<file path="config.mk">
export PLATFORM = sky130hd
export DESIGN_NAME = z80_bus_top
export DESIGN_NICKNAME = d
export VERILOG_FILES = /design/src/source/z80_bus_pkg.sv /design/src/source/z80_cycle_if.sv /design/src/source/z80_bus_sampler.sv /design/src/source/z80_bus_top.sv /design/src/source/z80_data_driver.sv /design/src/source/z80_mem_bridge.sv /design/src/source/z80_port_bridge.sv
export SDC_FILE = /design/constraint.sdc
export NUM_CORES = 1
export LEC_CHECK = 0
export ABC_AREA = 1
export CORE_ASPECT_RATIO = 0.7
export CORE_MARGIN = 3
export CORE_UTILIZATION = 45
export DETAILED_ROUTE_END_ITERATION = 8
export DONT_BUFFER_PORTS = 1
export GPL_TIMING_DRIVEN = 0
export PLACE_DENSITY = 0.57
export RECOVER_POWER = 25
export SYNTH_ARGS = -nofsm -noshare
export SYNTH_HDL_FRONTEND = slang
export SYNTH_SLANG_ARGS = --single-unit
</file>
<file path="constraint.sdc">
create_clock -name CMD_CLK -period 1.9 [get_ports CMD_CLK]
set_input_delay 0.38 -clock CMD_CLK [delete_from_list [all_inputs] [get_ports CMD_CLK]]
set_output_delay 0.38 -clock CMD_CLK [all_outputs]
set_load 0.1 [all_outputs]
</file>
<file path="src/source/z80_bus_pkg.sv">
// Assumes a 22-bit Z80 address with a 512 KB bank window; the RAM sees only the low 20 bits
`default_nettype none

package z80_bus_pkg;

   // ****************************************
   // Bus widths
   // ****************************************
   typedef logic [21:0] z80_addr_t;     // Full Z80 address incl. extended bits
   typedef logic [19:0] ram_addr_t;     // Byte address toward RAM
   typedef logic [7:0]  byte_t;         // Data byte
   typedef logic [7:0]  port_t;         // IO port number, low address byte
   typedef logic [3:0]  ck_pos_t;       // Z80 clock half-phase count in a cycle

   // ****************************************
   // Decoded bus cycle
   // ****************************************
   typedef enum logic [2:0] {
      cyc_idle,                         // MREQ and IORQ both inactive
      cyc_fetch,                        // M1 opcode fetch
      cyc_mem_rd,                       // Memory read
      cyc_mem_wr,                       // Memory write
      cyc_port_rd,                      // IO read
      cyc_port_wr,                      // IO write
      cyc_other                         // Refresh, INTA and anything odd
   } bus_op_t;

   // Identity bytes returned in the 16-byte bank ID window
   localparam byte_t bank_id_table [16] = '{
      8'd9,  8'd3,  8'd71, 8'd80,
      8'd85, 8'd32, 8'd69, 8'd80,
      8'd52, 8'd67, 8'd69, 8'd49,
      8'd48, 8'd0,  8'd255, 8'd255
   };

endpackage

`default_nettype wire

</file>
<file path="src/source/z80_cycle_if.sv">
// Carries the bus view one CMD_CLK behind the pins; all signals are driven by the sampler only
`default_nettype none

interface z80_cycle_if import z80_bus_pkg::*; ();

   bus_op_t   op;                       // Decoded cycle type
   z80_addr_t addr;                     // Sampled address
   byte_t     wdata;                    // Sampled data from the Z80
   logic      zclk_edge;                // One-cycle pulse per Z80 clock transition
   ck_pos_t   ck_pos;                   // Half-phase count since cycle start
   logic      mreq_active;              // MREQ asserted

   modport sampler (
      output op, addr, wdata, zclk_edge, ck_pos, mreq_active
   );

   modport consumer (
      input op, addr, wdata, zclk_edge, ck_pos, mreq_active
   );

   // Driver only needs to know when the bus goes idle
   modport driver (
      input op
   );

endinterface

`default_nettype wire

</file>
<file path="src/source/z80_bus_sampler.sv">
// Z80 inputs are asynchronous to CMD_CLK and sampled once; CMD_CLK must run well above 2x z80_clk
`default_nettype none

module z80_bus_sampler import z80_bus_pkg::*; (
   input  logic      CMD_CLK,
   input  logic      reset,
   input  logic      z80_clk,
   input  z80_addr_t z80_addr,
   input  logic      z80_m1_n,
   input  logic      z80_mreq_n,
   input  logic      z80_iorq_n,
   input  logic      z80_rd_n,
   input  logic      z80_wr_n,
   input  byte_t     z80_data_in,
   z80_cycle_if.sampler cyc
);

   logic      clk_r;                    // Z80 clock, first stage
   logic      clk_r2;                   // Z80 clock, second stage
   logic      m1_n_r;
   logic      mreq_n_r;
   logic      iorq_n_r;
   logic      rd_n_r;
   logic      wr_n_r;
   z80_addr_t addr_r;
   byte_t     data_r;
   ck_pos_t   ck_pos_r;
   bus_op_t   op_dec;
   logic      zclk_edge;

   // ****************************************
   // Input registers
   // ****************************************
   always_ff @(posedge CMD_CLK) begin
      addr_r <= z80_addr;               // Payload, no reset
      data_r <= z80_data_in;
   end

   always_ff @(posedge CMD_CLK) begin
      if (reset) begin
         clk_r    <= 1'b0;
         clk_r2   <= 1'b0;
         m1_n_r   <= 1'b1;              // All controls inactive
         mreq_n_r <= 1'b1;
         iorq_n_r <= 1'b1;
         rd_n_r   <= 1'b1;
         wr_n_r   <= 1'b1;
      end else begin
         clk_r    <= z80_clk;
         clk_r2   <= clk_r;
         m1_n_r   <= z80_m1_n;
         mreq_n_r <= z80_mreq_n;
         iorq_n_r <= z80_iorq_n;
         rd_n_r   <= z80_rd_n;
         wr_n_r   <= z80_wr_n;
      end
   end

   assign zclk_edge = clk_r ^ clk_r2;   // Either Z80 clock transition

   // Cycle decode from the active-low controls
   always_comb begin
      if (mreq_n_r && iorq_n_r)                              op_dec = cyc_idle;
      else if (!m1_n_r && iorq_n_r && !mreq_n_r && !rd_n_r && wr_n_r) op_dec = cyc_fetch;
      else if (m1_n_r && iorq_n_r && !mreq_n_r && !rd_n_r && wr_n_r)  op_dec = cyc_mem_rd;
      else if (m1_n_r && iorq_n_r && !mreq_n_r && rd_n_r && !wr_n_r)  op_dec = cyc_mem_wr;
      else if (m1_n_r && !iorq_n_r && mreq_n_r && !rd_n_r && wr_n_r)  op_dec = cyc_port_rd;
      else if (m1_n_r && !iorq_n_r && mreq_n_r && rd_n_r && !wr_n_r)  op_dec = cyc_port_wr;
      else                                                   op_dec = cyc_other;
   end

   // Clock position within the cycle, restarts every idle
   always_ff @(posedge CMD_CLK) begin
      if (reset)                   ck_pos_r <= '0;
      else if (op_dec == cyc_idle) ck_pos_r <= '0;
      else if (zclk_edge)          ck_pos_r <= ck_pos_r + 1'b1;
   end

   assign cyc.op          = op_dec;
   assign cyc.addr        = addr_r;
   assign cyc.wdata       = data_r;
   assign cyc.zclk_edge   = zclk_edge;
   assign cyc.ck_pos      = ck_pos_r;
   assign cyc.mreq_active = !mreq_n_r;

endmodule

`default_nettype wire

</file>
<file path="src/source/z80_bus_top.sv">
// Data pin is split into in, out and enable; the board or a wrapper makes the tri-state
`default_nettype none

module z80_bus_top import z80_bus_pkg::*; #(
   parameter bit [2:0]    mem_range          = 3'b010,
   parameter int unsigned mem_size_bytes     = 196608,
   parameter bit          bank_response      = 1'b1,
   parameter bit [14:0]   bank_id_addr       = 15'h7fff,
   parameter bit [2:0]    wait_delay_fetch   = 3'd0,
   parameter bit [2:0]    wait_delay_read    = 3'd2,
   parameter ck_pos_t     read_port_clk_pos  = 4'd2,
   parameter ck_pos_t     write_port_clk_pos = 4'd2,
   parameter port_t       read_port_begin    = 8'd240,
   parameter port_t       read_port_end      = 8'd249
) (
   input  logic      CMD_CLK,
   input  logic      reset,
   // Z80 bus
   input  logic      z80_clk,
   input  z80_addr_t z80_addr,
   input  logic      z80_m1_n,
   input  logic      z80_mreq_n,
   input  logic      z80_iorq_n,
   input  logic      z80_rd_n,
   input  logic      z80_wr_n,
   input  byte_t     z80_data_in,
   output byte_t     z80_data_out,
   output logic      z80_data_oe,
   output logic      z80_wait,          // High pulls the Z80 WAIT line low
   output logic      buf_dir_out,       // High drives toward the Z80
   output logic      buf_oe_n,
   // RAM request port
   input  logic      ram_w_busy,
   output ram_addr_t ram_waddr,
   output logic      ram_write_req,
   output byte_t     ram_write_data,
   output ram_addr_t ram_raddr,
   output logic      ram_read_req,
   input  logic      ram_read_ready,
   input  byte_t     ram_read_data,
   // IO port bus
   output port_t     port_addr,
   output logic      port_wr_strobe,
   output byte_t     port_wr_data,
   output logic      port_rd_strobe,
   input  byte_t     port_rd_data
);

   logic  mem_load;
   byte_t mem_byte;
   logic  port_load;
   byte_t port_byte;

   z80_cycle_if cyc_if ();

   z80_bus_sampler z80_bus_sampler_inst (
      .CMD_CLK, .reset, .z80_clk, .z80_addr, .z80_m1_n, .z80_mreq_n,
      .z80_iorq_n, .z80_rd_n, .z80_wr_n, .z80_data_in, .cyc (cyc_if.sampler)
   );

   z80_mem_bridge #(
      .mem_range (mem_range), .mem_size_bytes (mem_size_bytes),
      .bank_response (bank_response), .bank_id_addr (bank_id_addr),
      .wait_delay_fetch (wait_delay_fetch), .wait_delay_read (wait_delay_read)
   ) z80_mem_bridge_inst (
      .CMD_CLK, .reset, .cyc (cyc_if.consumer), .ram_w_busy, .ram_waddr, .ram_write_req,
      .ram_write_data, .ram_raddr, .ram_read_req, .ram_read_ready, .ram_read_data,
      .z80_wait, .mem_load, .mem_byte
   );

   z80_port_bridge #(
      .read_port_clk_pos (read_port_clk_pos), .write_port_clk_pos (write_port_clk_pos),
      .read_port_begin (read_port_begin), .read_port_end (read_port_end)
   ) z80_port_bridge_inst (
      .CMD_CLK, .reset, .cyc (cyc_if.consumer), .port_addr, .port_wr_strobe,
      .port_wr_data, .port_rd_strobe, .port_rd_data, .port_load, .port_byte
   );

   z80_data_driver z80_data_driver_inst (
      .CMD_CLK, .reset, .cyc (cyc_if.driver), .mem_load, .mem_byte, .port_load,
      .port_byte, .z80_data_out, .z80_data_oe, .buf_dir_out, .buf_oe_n
   );

endmodule

`default_nettype wire

</file>
<file path="src/source/z80_data_driver.sv">
// Level shifter stays disabled until the bus is first seen idle after reset
`default_nettype none

module z80_data_driver import z80_bus_pkg::*; (
   input  logic  CMD_CLK,
   input  logic  reset,
   z80_cycle_if.driver cyc,
   input  logic  mem_load,
   input  byte_t mem_byte,
   input  logic  port_load,
   input  byte_t port_byte,
   output byte_t z80_data_out,
   output logic  z80_data_oe,
   output logic  buf_dir_out,
   output logic  buf_oe_n
);

   // ****************************************
   // Output enable and buffer control
   // ****************************************
   always_ff @(posedge CMD_CLK) begin
      if (reset) begin
         z80_data_oe <= 1'b0;
         buf_dir_out <= 1'b0;           // Toward the FPGA
         buf_oe_n    <= 1'b1;           // Buffer off
      end else if (cyc.op == cyc_idle) begin
         z80_data_oe <= 1'b0;           // Release the bus
         buf_dir_out <= 1'b0;
         buf_oe_n    <= 1'b0;           // Bus known idle, buffer on for good
      end else if (mem_load || port_load) begin
         z80_data_oe <= 1'b1;
         buf_dir_out <= 1'b1;           // Toward the Z80
      end
   end

   // Outgoing byte, memory and port loads never overlap
   always_ff @(posedge CMD_CLK) begin
      if (mem_load)       z80_data_out <= mem_byte;
      else if (port_load) z80_data_out <= port_byte;
   end

endmodule

`default_nettype wire

</file>
<file path="src/source/z80_mem_bridge.sv">
// RAM must return exactly one ram_read_ready per held ram_read_req; WAIT delays are 0 to 7 CMD_CLKs
`default_nettype none

module z80_mem_bridge import z80_bus_pkg::*; #(
   parameter bit [2:0]    mem_range        = 3'b010,         // Bank select on addr[21:19]
   parameter int unsigned mem_size_bytes   = 196608,         // RAM size inside the bank
   parameter bit          bank_response    = 1'b1,           // Answer identity reads
   parameter bit [14:0]   bank_id_addr     = 15'h7fff,       // Identity window, addr[18:4]
   parameter bit [2:0]    wait_delay_fetch = 3'd0,
   parameter bit [2:0]    wait_delay_read  = 3'd2
) (
   input  logic      CMD_CLK,
   input  logic      reset,
   z80_cycle_if.consumer cyc,
   input  logic      ram_w_busy,
   output ram_addr_t ram_waddr,
   output logic      ram_write_req,
   output byte_t     ram_write_data,
   output ram_addr_t ram_raddr,
   output logic      ram_read_req,
   input  logic      ram_read_ready,
   input  byte_t     ram_read_data,
   output logic      z80_wait,
   output logic      mem_load,
   output byte_t     mem_byte
);

   logic       in_bank;
   logic       in_range;
   logic       in_id;
   logic       is_read;
   logic       local_rd;                // In-bank read answered without RAM
   logic       r_sent;                  // Read data taken this cycle
   logic       w_sent;                  // Write issued this cycle
   logic       wait_enable;
   logic       wait_tap;
   logic [7:0] wait_pipe;               // Bit 0 fixed high for zero delay
   byte_t      rd_byte;

   // ****************************************
   // Address decode
   // ****************************************
   assign in_bank  = (cyc.addr[21:19] == mem_range);
   assign in_range = in_bank && ({13'd0, cyc.addr[18:0]} < mem_size_bytes);
   assign in_id    = in_bank && (cyc.addr[18:4] == bank_id_addr);
   assign is_read  = (cyc.op == cyc_fetch) || (cyc.op == cyc_mem_rd);
   assign local_rd = is_read && in_bank && !in_range && !r_sent;

   // Requests straight off the sampled view
   assign ram_raddr      = cyc.addr[19:0];
   assign ram_read_req   = is_read && in_range && !r_sent;
   assign ram_waddr      = cyc.addr[19:0];
   assign ram_write_data = cyc.wdata;
   assign ram_write_req  = (cyc.op == cyc_mem_wr) && in_range && !ram_w_busy && !w_sent;

   always_ff @(posedge CMD_CLK) begin
      if (reset || cyc.op == cyc_idle) begin
         r_sent <= 1'b0;                // Cleared at end of cycle
         w_sent <= 1'b0;
      end else begin
         if ((ram_read_req && ram_read_ready) || local_rd) r_sent <= 1'b1;
         if (ram_write_req)                                w_sent <= 1'b1;
      end
   end

   // Read byte priority: RAM, identity table, then open bus FF
   always_comb begin
      if (in_range)                    rd_byte = ram_read_data;
      else if (bank_response && in_id) rd_byte = bank_id_table[cyc.addr[3:0]];
      else                             rd_byte = 8'hff;
   end

   always_ff @(posedge CMD_CLK) begin
      if (reset) mem_load <= 1'b0;
      else       mem_load <= (ram_read_req && ram_read_ready) || local_rd;
   end

   always_ff @(posedge CMD_CLK) begin
      mem_byte <= rd_byte;              // Qualified by mem_load downstream
   end

   // ****************************************
   // WAIT generation
   // ****************************************
   assign wait_enable = (ram_read_req && !ram_read_ready) ||
                        (ram_w_busy && in_bank && cyc.mreq_active);

   always_ff @(posedge CMD_CLK) begin
      if (reset) wait_pipe <= '0;
      else       wait_pipe <= {wait_pipe[6:1], wait_enable, 1'b1};
   end

   // Fetch gets its own delay, opcodes are most timing critical
   assign wait_tap = (cyc.op == cyc_fetch) ? wait_pipe[wait_delay_fetch]
                                           : wait_pipe[wait_delay_read];
   assign z80_wait = wait_enable && wait_tap; // Drops as soon as ready shows

endmodule

`default_nettype wire

</file>
<file path="src/source/z80_port_bridge.sv">
// Port data is taken at one Z80 clock position; no WAIT is ever raised for IO cycles
`default_nettype none

module z80_port_bridge import z80_bus_pkg::*; #(
   parameter ck_pos_t read_port_clk_pos  = 4'd2,  // Position of the read response
   parameter ck_pos_t write_port_clk_pos = 4'd2,  // Position of the write data sample
   parameter port_t   read_port_begin    = 8'd240,
   parameter port_t   read_port_end      = 8'd249
) (
   input  logic  CMD_CLK,
   input  logic  reset,
   z80_cycle_if.consumer cyc,
   output port_t port_addr,
   output logic  port_wr_strobe,
   output byte_t port_wr_data,
   output logic  port_rd_strobe,
   input  byte_t port_rd_data,
   output logic  port_load,
   output byte_t port_byte
);

   logic is_port;
   logic rd_in_range;
   logic wr_hit;
   logic rd_hit;

   assign is_port     = (cyc.op == cyc_port_rd) || (cyc.op == cyc_port_wr);
   assign rd_in_range = (cyc.addr[7:0] >= read_port_begin) && (cyc.addr[7:0] <= read_port_end);

   // One hit per cycle since ck_pos moves on after the edge
   assign wr_hit = (cyc.op == cyc_port_wr) && cyc.zclk_edge && (cyc.ck_pos == write_port_clk_pos);
   assign rd_hit = (cyc.op == cyc_port_rd) && cyc.zclk_edge && (cyc.ck_pos == read_port_clk_pos)
                   && rd_in_range;

   always_ff @(posedge CMD_CLK) begin
      if (reset) begin
         port_wr_strobe <= 1'b0;
         port_rd_strobe <= 1'b0;
         port_load      <= 1'b0;
      end else begin
         port_wr_strobe <= wr_hit;
         port_rd_strobe <= rd_hit;
         port_load      <= rd_hit;      // Read byte goes to the data driver
      end
   end

   always_ff @(posedge CMD_CLK) begin
      if (is_port) port_addr    <= cyc.addr[7:0]; // Valid ahead of the strobe
      if (wr_hit)  port_wr_data <= cyc.wdata;
      if (rd_hit)  port_byte    <= port_rd_data;
   end

endmodule

`default_nettype wire
</file>
---- After elaboration in Yosys (flattened, before gate mapping) ----
Memories as Yosys holds them, arrays and structs flattened.
Index checks and enable logic that the tools add are counted.
operators by class
  add/sub/neg operators ................... 1
  $lt $le $gt $ge ......................... 4
  eq/ne operators ......................... 8
  multiplexer cells ....................... 14
  bitwise gates (word level) .............. 2
  reduce and logical (&&, ||, !) cells .... 57
operator list
  cell                  number
  $mux 8                6
  $logic_and 1x1->1     38
  $lt 19x18->1 const B  1
  $eq 15x15->1 const B  1
  $mux 3                5
  $logic_not 1->1       10
  $eq 3x2->1 const B    3
  $ge 8x8->1 const B    1
  $le 8x8->1 const B    1
  $eq 3x3->1 const B    2
  $logic_or 1x1->1      6
  $ge 5x5->1 const B    1
  $not 4->5             1
  $add 4x1->4 const B   1
  $eq 4x2->1 const B    1
  $eq 3x1->1 const B    1
  $logic_not 3->1       1
  $mux 1                2
  $mux 2                1
  $reduce_bool 2->1     1
  $reduce_or 2->1       1
  $xor 1x1->1           1
storage, ports and cells
  flip-flop bits (word level) ............. 91
  memory bits (read-only) ................. 128
  input bits .............................. 56
  output and inout bits ................... 80
  logic and storage cells ................. 111
  memories kept ........................... 1
memories
  name              words  width  rd ports  clocked after memory_dff  wr ports  line                  text
  (name not given)  16     8      1         0                         0         z80_mem_bridge.sv:69  else if (bank_response && in_id) rd_byte = bank_id_table[cyc.addr[3:0]];

---- Longest topological paths before layout ----
  word-level depth ........................ 18
  depth in mapped cells ................... 9
  gate-level depth less buffers ........... 9

---- Cells and area by module ----
A second synthesis with hierarchy kept.
second synthesis, totals
  cell total of the unflattened synthesis .. 380
  area total of the unflattened synthesis .. 3678.5 um^2
modules (own cells, without submodules)
  module           instances  cells an instance  area each (um^2)
  z80_mem_bridge   1          183                1248.7
  z80_bus_sampler  1          97                 1108.6
  z80_port_bridge  1          52                 869.6
  z80_data_driver  1          48                 451.7

---- Least setup slack after synthesis ----
No wires, ideal clock.
  path type ............................... register -> output
  from .................................... register z80_bus_sampler_inst.wr_n_r
  to ...................................... output port ram_read_req
  arrival ................................. 2882 ps
  required time ........................... 1520 ps
  setup slack ............................. -1362 ps
  cell stages (with the launch flop) ...... 9
  path buffers ............................ 0
  cells stage by stage .................... dfxtp_1 > inv_1 > nand2_1 > nand2_1 > nand2_1 > inv_2 > nor2_1 > nor2_2 > nor3_1
between the ends
  word-level cells in the longest chain between the ends .. 12
  elaborated cells on any way between the ends .. 17
  classes of those cells .................. 2 x eq/ne; 6 x mux; 9 x reduce/logical
ends and longest elaborated chain
  element                                   line                                          text
  start: declaration                        z80_bus_sampler.sv:24                         logic wr_n_r;
  start signal: assignment                  z80_bus_sampler.sv:55                         wr_n_r <= z80_wr_n;
  $logic_not 1->1                           z80_bus_sampler.sv:66, z80_bus_sampler.sv:68
  $logic_and 1x1->1                         z80_bus_sampler.sv:68                         else if (m1_n_r && !iorq_n_r && mreq_n_r && rd_n_r && !wr_n_r) op_dec = cyc_port_wr;
  $mux 2                                    z80_bus_sampler.sv:68
  $mux 3                                    z80_bus_sampler.sv:67                         else if (m1_n_r && !iorq_n_r && mreq_n_r && !rd_n_r && wr_n_r) op_dec = cyc_port_rd;
  $mux 3                                    z80_bus_sampler.sv:66                         else if (m1_n_r && iorq_n_r && !mreq_n_r && rd_n_r && !wr_n_r) op_dec = cyc_mem_wr;
  $mux 3                                    z80_bus_sampler.sv:65                         else if (m1_n_r && iorq_n_r && !mreq_n_r && !rd_n_r && wr_n_r) op_dec = cyc_mem_rd;
  $mux 3 (*)                                z80_bus_sampler.sv:64                         else if (!m1_n_r && iorq_n_r && !mreq_n_r && !rd_n_r && wr_n_r) op_dec = cyc_fetch;
  $mux 3 (*)                                z80_bus_sampler.sv:63                         if (mreq_n_r && iorq_n_r) op_dec = cyc_idle;
  $eq 3x1->1 or $eq 3x2->1 (tied branches)  z80_mem_bridge.sv:46                          assign is_read = (cyc.op == cyc_fetch) || (cyc.op == cyc_mem_rd);
  $logic_or 1x1->1 (*)                      z80_mem_bridge.sv:46
  $logic_and 1x1->1 (*) (2 in series)       z80_mem_bridge.sv:51                          assign ram_read_req = is_read && in_range && !r_sent;
  end: declaration                          z80_bus_top.sv:38                             output logic ram_read_req,
Mark *: on every way between the ends. The rest lies on a longest branch, timed or not.

---- Worst setup path in the final report ----
  from .................................... register z80_bus_sampler_inst.m1_n_r
  to ...................................... output port z80_wait
between the ends
  word-level cells in the longest chain between the ends .. 17
  elaborated cells on any way between the ends .. 32
  classes of those cells .................. 2 x eq/ne; 7 x mux; 23 x reduce/logical
ends and longest elaborated chain
  element                                   line                                          text
  start: declaration                        z80_bus_sampler.sv:20                         logic m1_n_r;
  start signal: assignment                  z80_bus_sampler.sv:51                         m1_n_r <= z80_m1_n;
  $logic_and 1x1->1 (2 in series)           z80_bus_sampler.sv:67, z80_bus_sampler.sv:68
  $logic_and 1x1->1 (2 in series)           z80_bus_sampler.sv:68
  $mux 2                                    z80_bus_sampler.sv:68
  $mux 3                                    z80_bus_sampler.sv:67
  $mux 3                                    z80_bus_sampler.sv:66
  $mux 3                                    z80_bus_sampler.sv:65
  $mux 3 (*)                                z80_bus_sampler.sv:64
  $mux 3 (*)                                z80_bus_sampler.sv:63
  $eq 3x1->1 or $eq 3x2->1 (tied branches)  z80_mem_bridge.sv:46, z80_mem_bridge.sv:94
  $logic_or 1x1->1                          z80_mem_bridge.sv:46
  $logic_and 1x1->1 (2 in series)           z80_mem_bridge.sv:51
  $logic_and 1x1->1                         z80_mem_bridge.sv:85                          assign wait_enable = (ram_read_req && !ram_read_ready) ||
  $logic_or 1x1->1                          z80_mem_bridge.sv:85
  $logic_and 1x1->1 (*)                     z80_mem_bridge.sv:96                          assign z80_wait = wait_enable && wait_tap;
  end: declaration                          z80_bus_top.sv:29                             output logic z80_wait,
Marks and branches as above.

==> impl_metrics.ini <==
[outcome]
status = complete, but fails checks
violations = negative setup slack

[synth]
yosysSeqAreaShare_pct = 62.0
synth_warnings = 0
ys_ff_latch = 91
syn_area_um2 = 3460
syn-instance-count = 319
syn_area_per_cell_um2 = 10.8
ys_types = 26
syn-num-nets = 384

[cts]
worstSkewPairLatency_ns = 0.34
cts_hold_buf = 0
cts.sinks = 91
cts_buffers = 9
htree_levels = 3
root_buffer = clkbuf_8
clk_pin_slew_worst_paths_ns = 0.08
cts_tree = yes
clockBufferDepth = 2

[pwr]
power_mw = 3.95
power_density_nw_per_um2 = 990
leakage_nw = 1.64
ir_worst_vdd_mv = 0.382

[timing]
drv_slew = 0
grt_setup_unrepaired = true
final.min_clock_period_ns = 2.53
finalSetupViolations = 3
finClkSkew_ns = 0.00777
period_share_pct = 133
tightestPinTransition_ns = 1.03
final_hold_viol_count = 0
relSlewSlack_pct = 30.9
max_freq_ghz = 0.396
fin_ws_ns = -0.625

[floorplan]
die_h_um = 79.3
pin_count = 136
row_count = 26
die_area_um2 = 8790
die_w_um = 111
initial_utilization_pct = 46.8
core-area_um2 = 7380

[critical_path]
worstSetupEndpointType = primary output
cp_max_fo = 3
crit_type = reg2out
critPathArrivalTime_ns = 2.15
cp-start-kind = flip-flop
crit_required_ns = 1.52

[placed_design]
hpwl_um = 4940
gp_congestion = 0.857
placed_cells = 417
io_buffers = 0

[global_route]
grt_usage_pct = 15.4
antenna_found_initial = 0
grt_pass1_vias = 2090
grt_pass1_wl_um = 10500
grt_max_degree = 15
gr-total-overflow = 0

[route]
vias = 2107
avgRoutedWirePerCell_um = 15.2
vias_per_cell = 4.75
route.detailed.drc = 0
drt_wl_total_um = 6730
drt-initial-drc-count = 65
drt_pass1_iterations = 5
ant_nets = 0

[worst_hold_path]
min_path_type = in2reg

[flow_run]
cap_violations = 0

[cells_and_area]
final_cells = 444
nNetsFinal = 406
n_fill_cell = 636
area_growth_pct = 15.5
antenna_cells = 0
drive_gt1_share_pct = 36.7
-- cell usage in the layout (no fill, tap or decap), types with 4 or more instances in the layout --
cell type   synthesis  routed
buf_4              42      51
dfxtp_1            59      51
edfxtp_1           32      32
nor2_1             31      28
inv_1              29      27
nand2_1            30      22
nand3_1            16      14
a21oi_1            12      12
clkbuf_8            0      11
ha_1                9       9
mux2_2              8       8
nor2_4              2       7
a31oi_1             7       7
inv_2               5       6
nand2_2             3       6
nand2_4             0       5
o21ai_0             5       5
or2_2               5       5
dfxtp_2             0       5
nor2_2              6       4
nand4_1             4       4
clkinvlp_4          0       4
-- critical path, cell delays in order (launching register included) --
cell     delay, ns
dfxtp_4       0.38
nand2_4       0.06
nor2_4        0.11
nand3_1       0.13
nand2_4       0.10
nand4_4       0.08
a22oi_2       0.93
-- layout make-up --
| cell class | instances | area [um2] | share of cell area [%] |
|---|---|---|---|
| sequential | 91 | 2160 | 54.1 |
| multi-input combinational | 149 | 975 | 24.4 |
| buffer | 44 | 324 | 8.12 |
| clock buffer | 13 | 159 | 3.98 |
| inverter | 35 | 140 | 3.51 |
| tap | 98 | 123 | 3.07 |
| timing repair buffer | 11 | 90.1 | 2.26 |
| clock inverter | 3 | 22.5 | 0.564 |
-- sequential cells by signal (all words and copies together), names as in the netlist --
signal / flops
z80_bus_sampler_inst.rd_n_r: 1
z80_mem_bridge_inst.wait_pipe: 3
z80_mem_bridge_inst.r_sent: 1
z80_data_driver_inst.z80_data_out: 8
z80_port_bridge_inst.port_rd_strobe: 1
z80_mem_bridge_inst.w_sent: 1
z80_bus_sampler_inst.clk_r: 1
z80_bus_sampler_inst.clk_r2: 1
z80_port_bridge_inst.port_byte: 8
z80_bus_sampler_inst.wr_n_r: 1
z80_bus_sampler_inst.m1_n_r: 1
z80_data_driver_inst.buf_dir_out: 1
z80_port_bridge_inst.port_wr_strobe: 1
z80_mem_bridge_inst.mem_byte: 8
z80_mem_bridge_inst.mem_load: 1
z80_bus_sampler_inst.cyc.ck_pos: 4
z80_bus_sampler_inst.cyc.addr: 22
z80_bus_sampler_inst.iorq_n_r: 1
z80_port_bridge_inst.port_wr_data: 8
z80_bus_sampler_inst.cyc.wdata: 8
z80_port_bridge_inst.port_addr: 8
z80_data_driver_inst.buf_oe_n: 1
z80_bus_sampler_inst.mreq_n_r: 1
-- kinds of logic after synthesis --
group                    after synthesis  share of synthesized area (%)
AO/OA/AOI/OAI                         28                           4.52
AND/OR/NAND/NOR                      104                           14.4
flip-flops                            91                           62.0
buffers and inverters                 79                           13.2
adder cells (fa/ha/maj)                9                           3.26
multiplexers                           8                           2.61
-- metal layers --
layer / vias up / track usage [%] / part of all wire (%)
met2: 77 / 25.9 / 49
met1: 971 / 18.3 / 43
met4: 0 / 3.69 / 0.65
met3: 6 / 6.85 / 7.0
met5: - / 0 / 0
li1: 1053 / - / -
-- through the flow --
stage                     TNS [ns]  util, %  hold WS, ns  worst slack [ns]  cell area, um2
after floorplan             -0.274        -        0.388            -0.173            3480
after global placement      -0.666     48.8        0.394            -0.374            3600
after detailed placement    -0.658     48.8        0.400            -0.363            3600
after CTS                    -1.76     52.1       0.0321            -0.698            3850
after global routing         -2.02     54.1       0.0151            -0.740            3990
final                        -1.69     54.1       0.0562            -0.625            3990
-- cell usage after synthesis --
master,n,area share [%]
a21oi_1,12,1.7
a22oi_1,1,0.22
a31oi_1,7,1.3
buf_2,2,0.29
buf_4,42,9.1
clkinv_1,1,0.11
dfxtp_1,59,34
edfxtp_1,32,28
ha_1,9,3.3
inv_1,29,3.1
inv_2,5,0.54
mux2_2,8,2.6
nand2_1,30,3.3
nand2_2,3,0.54
nand3_1,16,2.3
nand4_1,4,0.72
nand4_2,2,0.72
nor2_1,31,3.4
nor2_2,6,1.1
nor2_4,2,0.65
nor3_1,4,0.58
nor3_2,1,0.29
o211ai_1,2,0.43
o21ai_0,5,0.72
o21ai_1,1,0.14
or2_2,5,0.90
-- path summary, 6_finish.rpt --
check                                               from                                           to  slack (ns)  depth (start not counted)
min                                         z80_addr[19]    z80_bus_sampler_inst.cyc.addr[19]$_DFF_P_        0.06                          0
min reg2reg  z80_mem_bridge_inst.wait_pipe[1]$_SDFF_PP0_  z80_mem_bridge_inst.wait_pipe[2]$_SDFF_PP0_        0.41                          2
max reg2reg     z80_bus_sampler_inst.cyc.addr[1]$_DFF_P_  z80_port_bridge_inst.port_byte[2]$_DFFE_PP_        0.16                          8
max               z80_bus_sampler_inst.m1_n_r$_SDFF_PP1_                                     z80_wait       -0.63                          6
-- power by group --
group / internal [mW] / total [mW] / switching [mW]
combinational: 0.113 / 0.558 / 0.445
clock: 0.548 / 1.17 / 0.619
sequential: 2.06 / 2.23 / 0.164
-- timing repair --
item,CTS,global route
resized for setup,13,27
pin swaps,6,11
gates cloned,0,0
endpoints found under the setup margin,12,11
setup buffers,4,7
endpoints found under the hold margin,0,0
(Power assumes the default switching activity.)
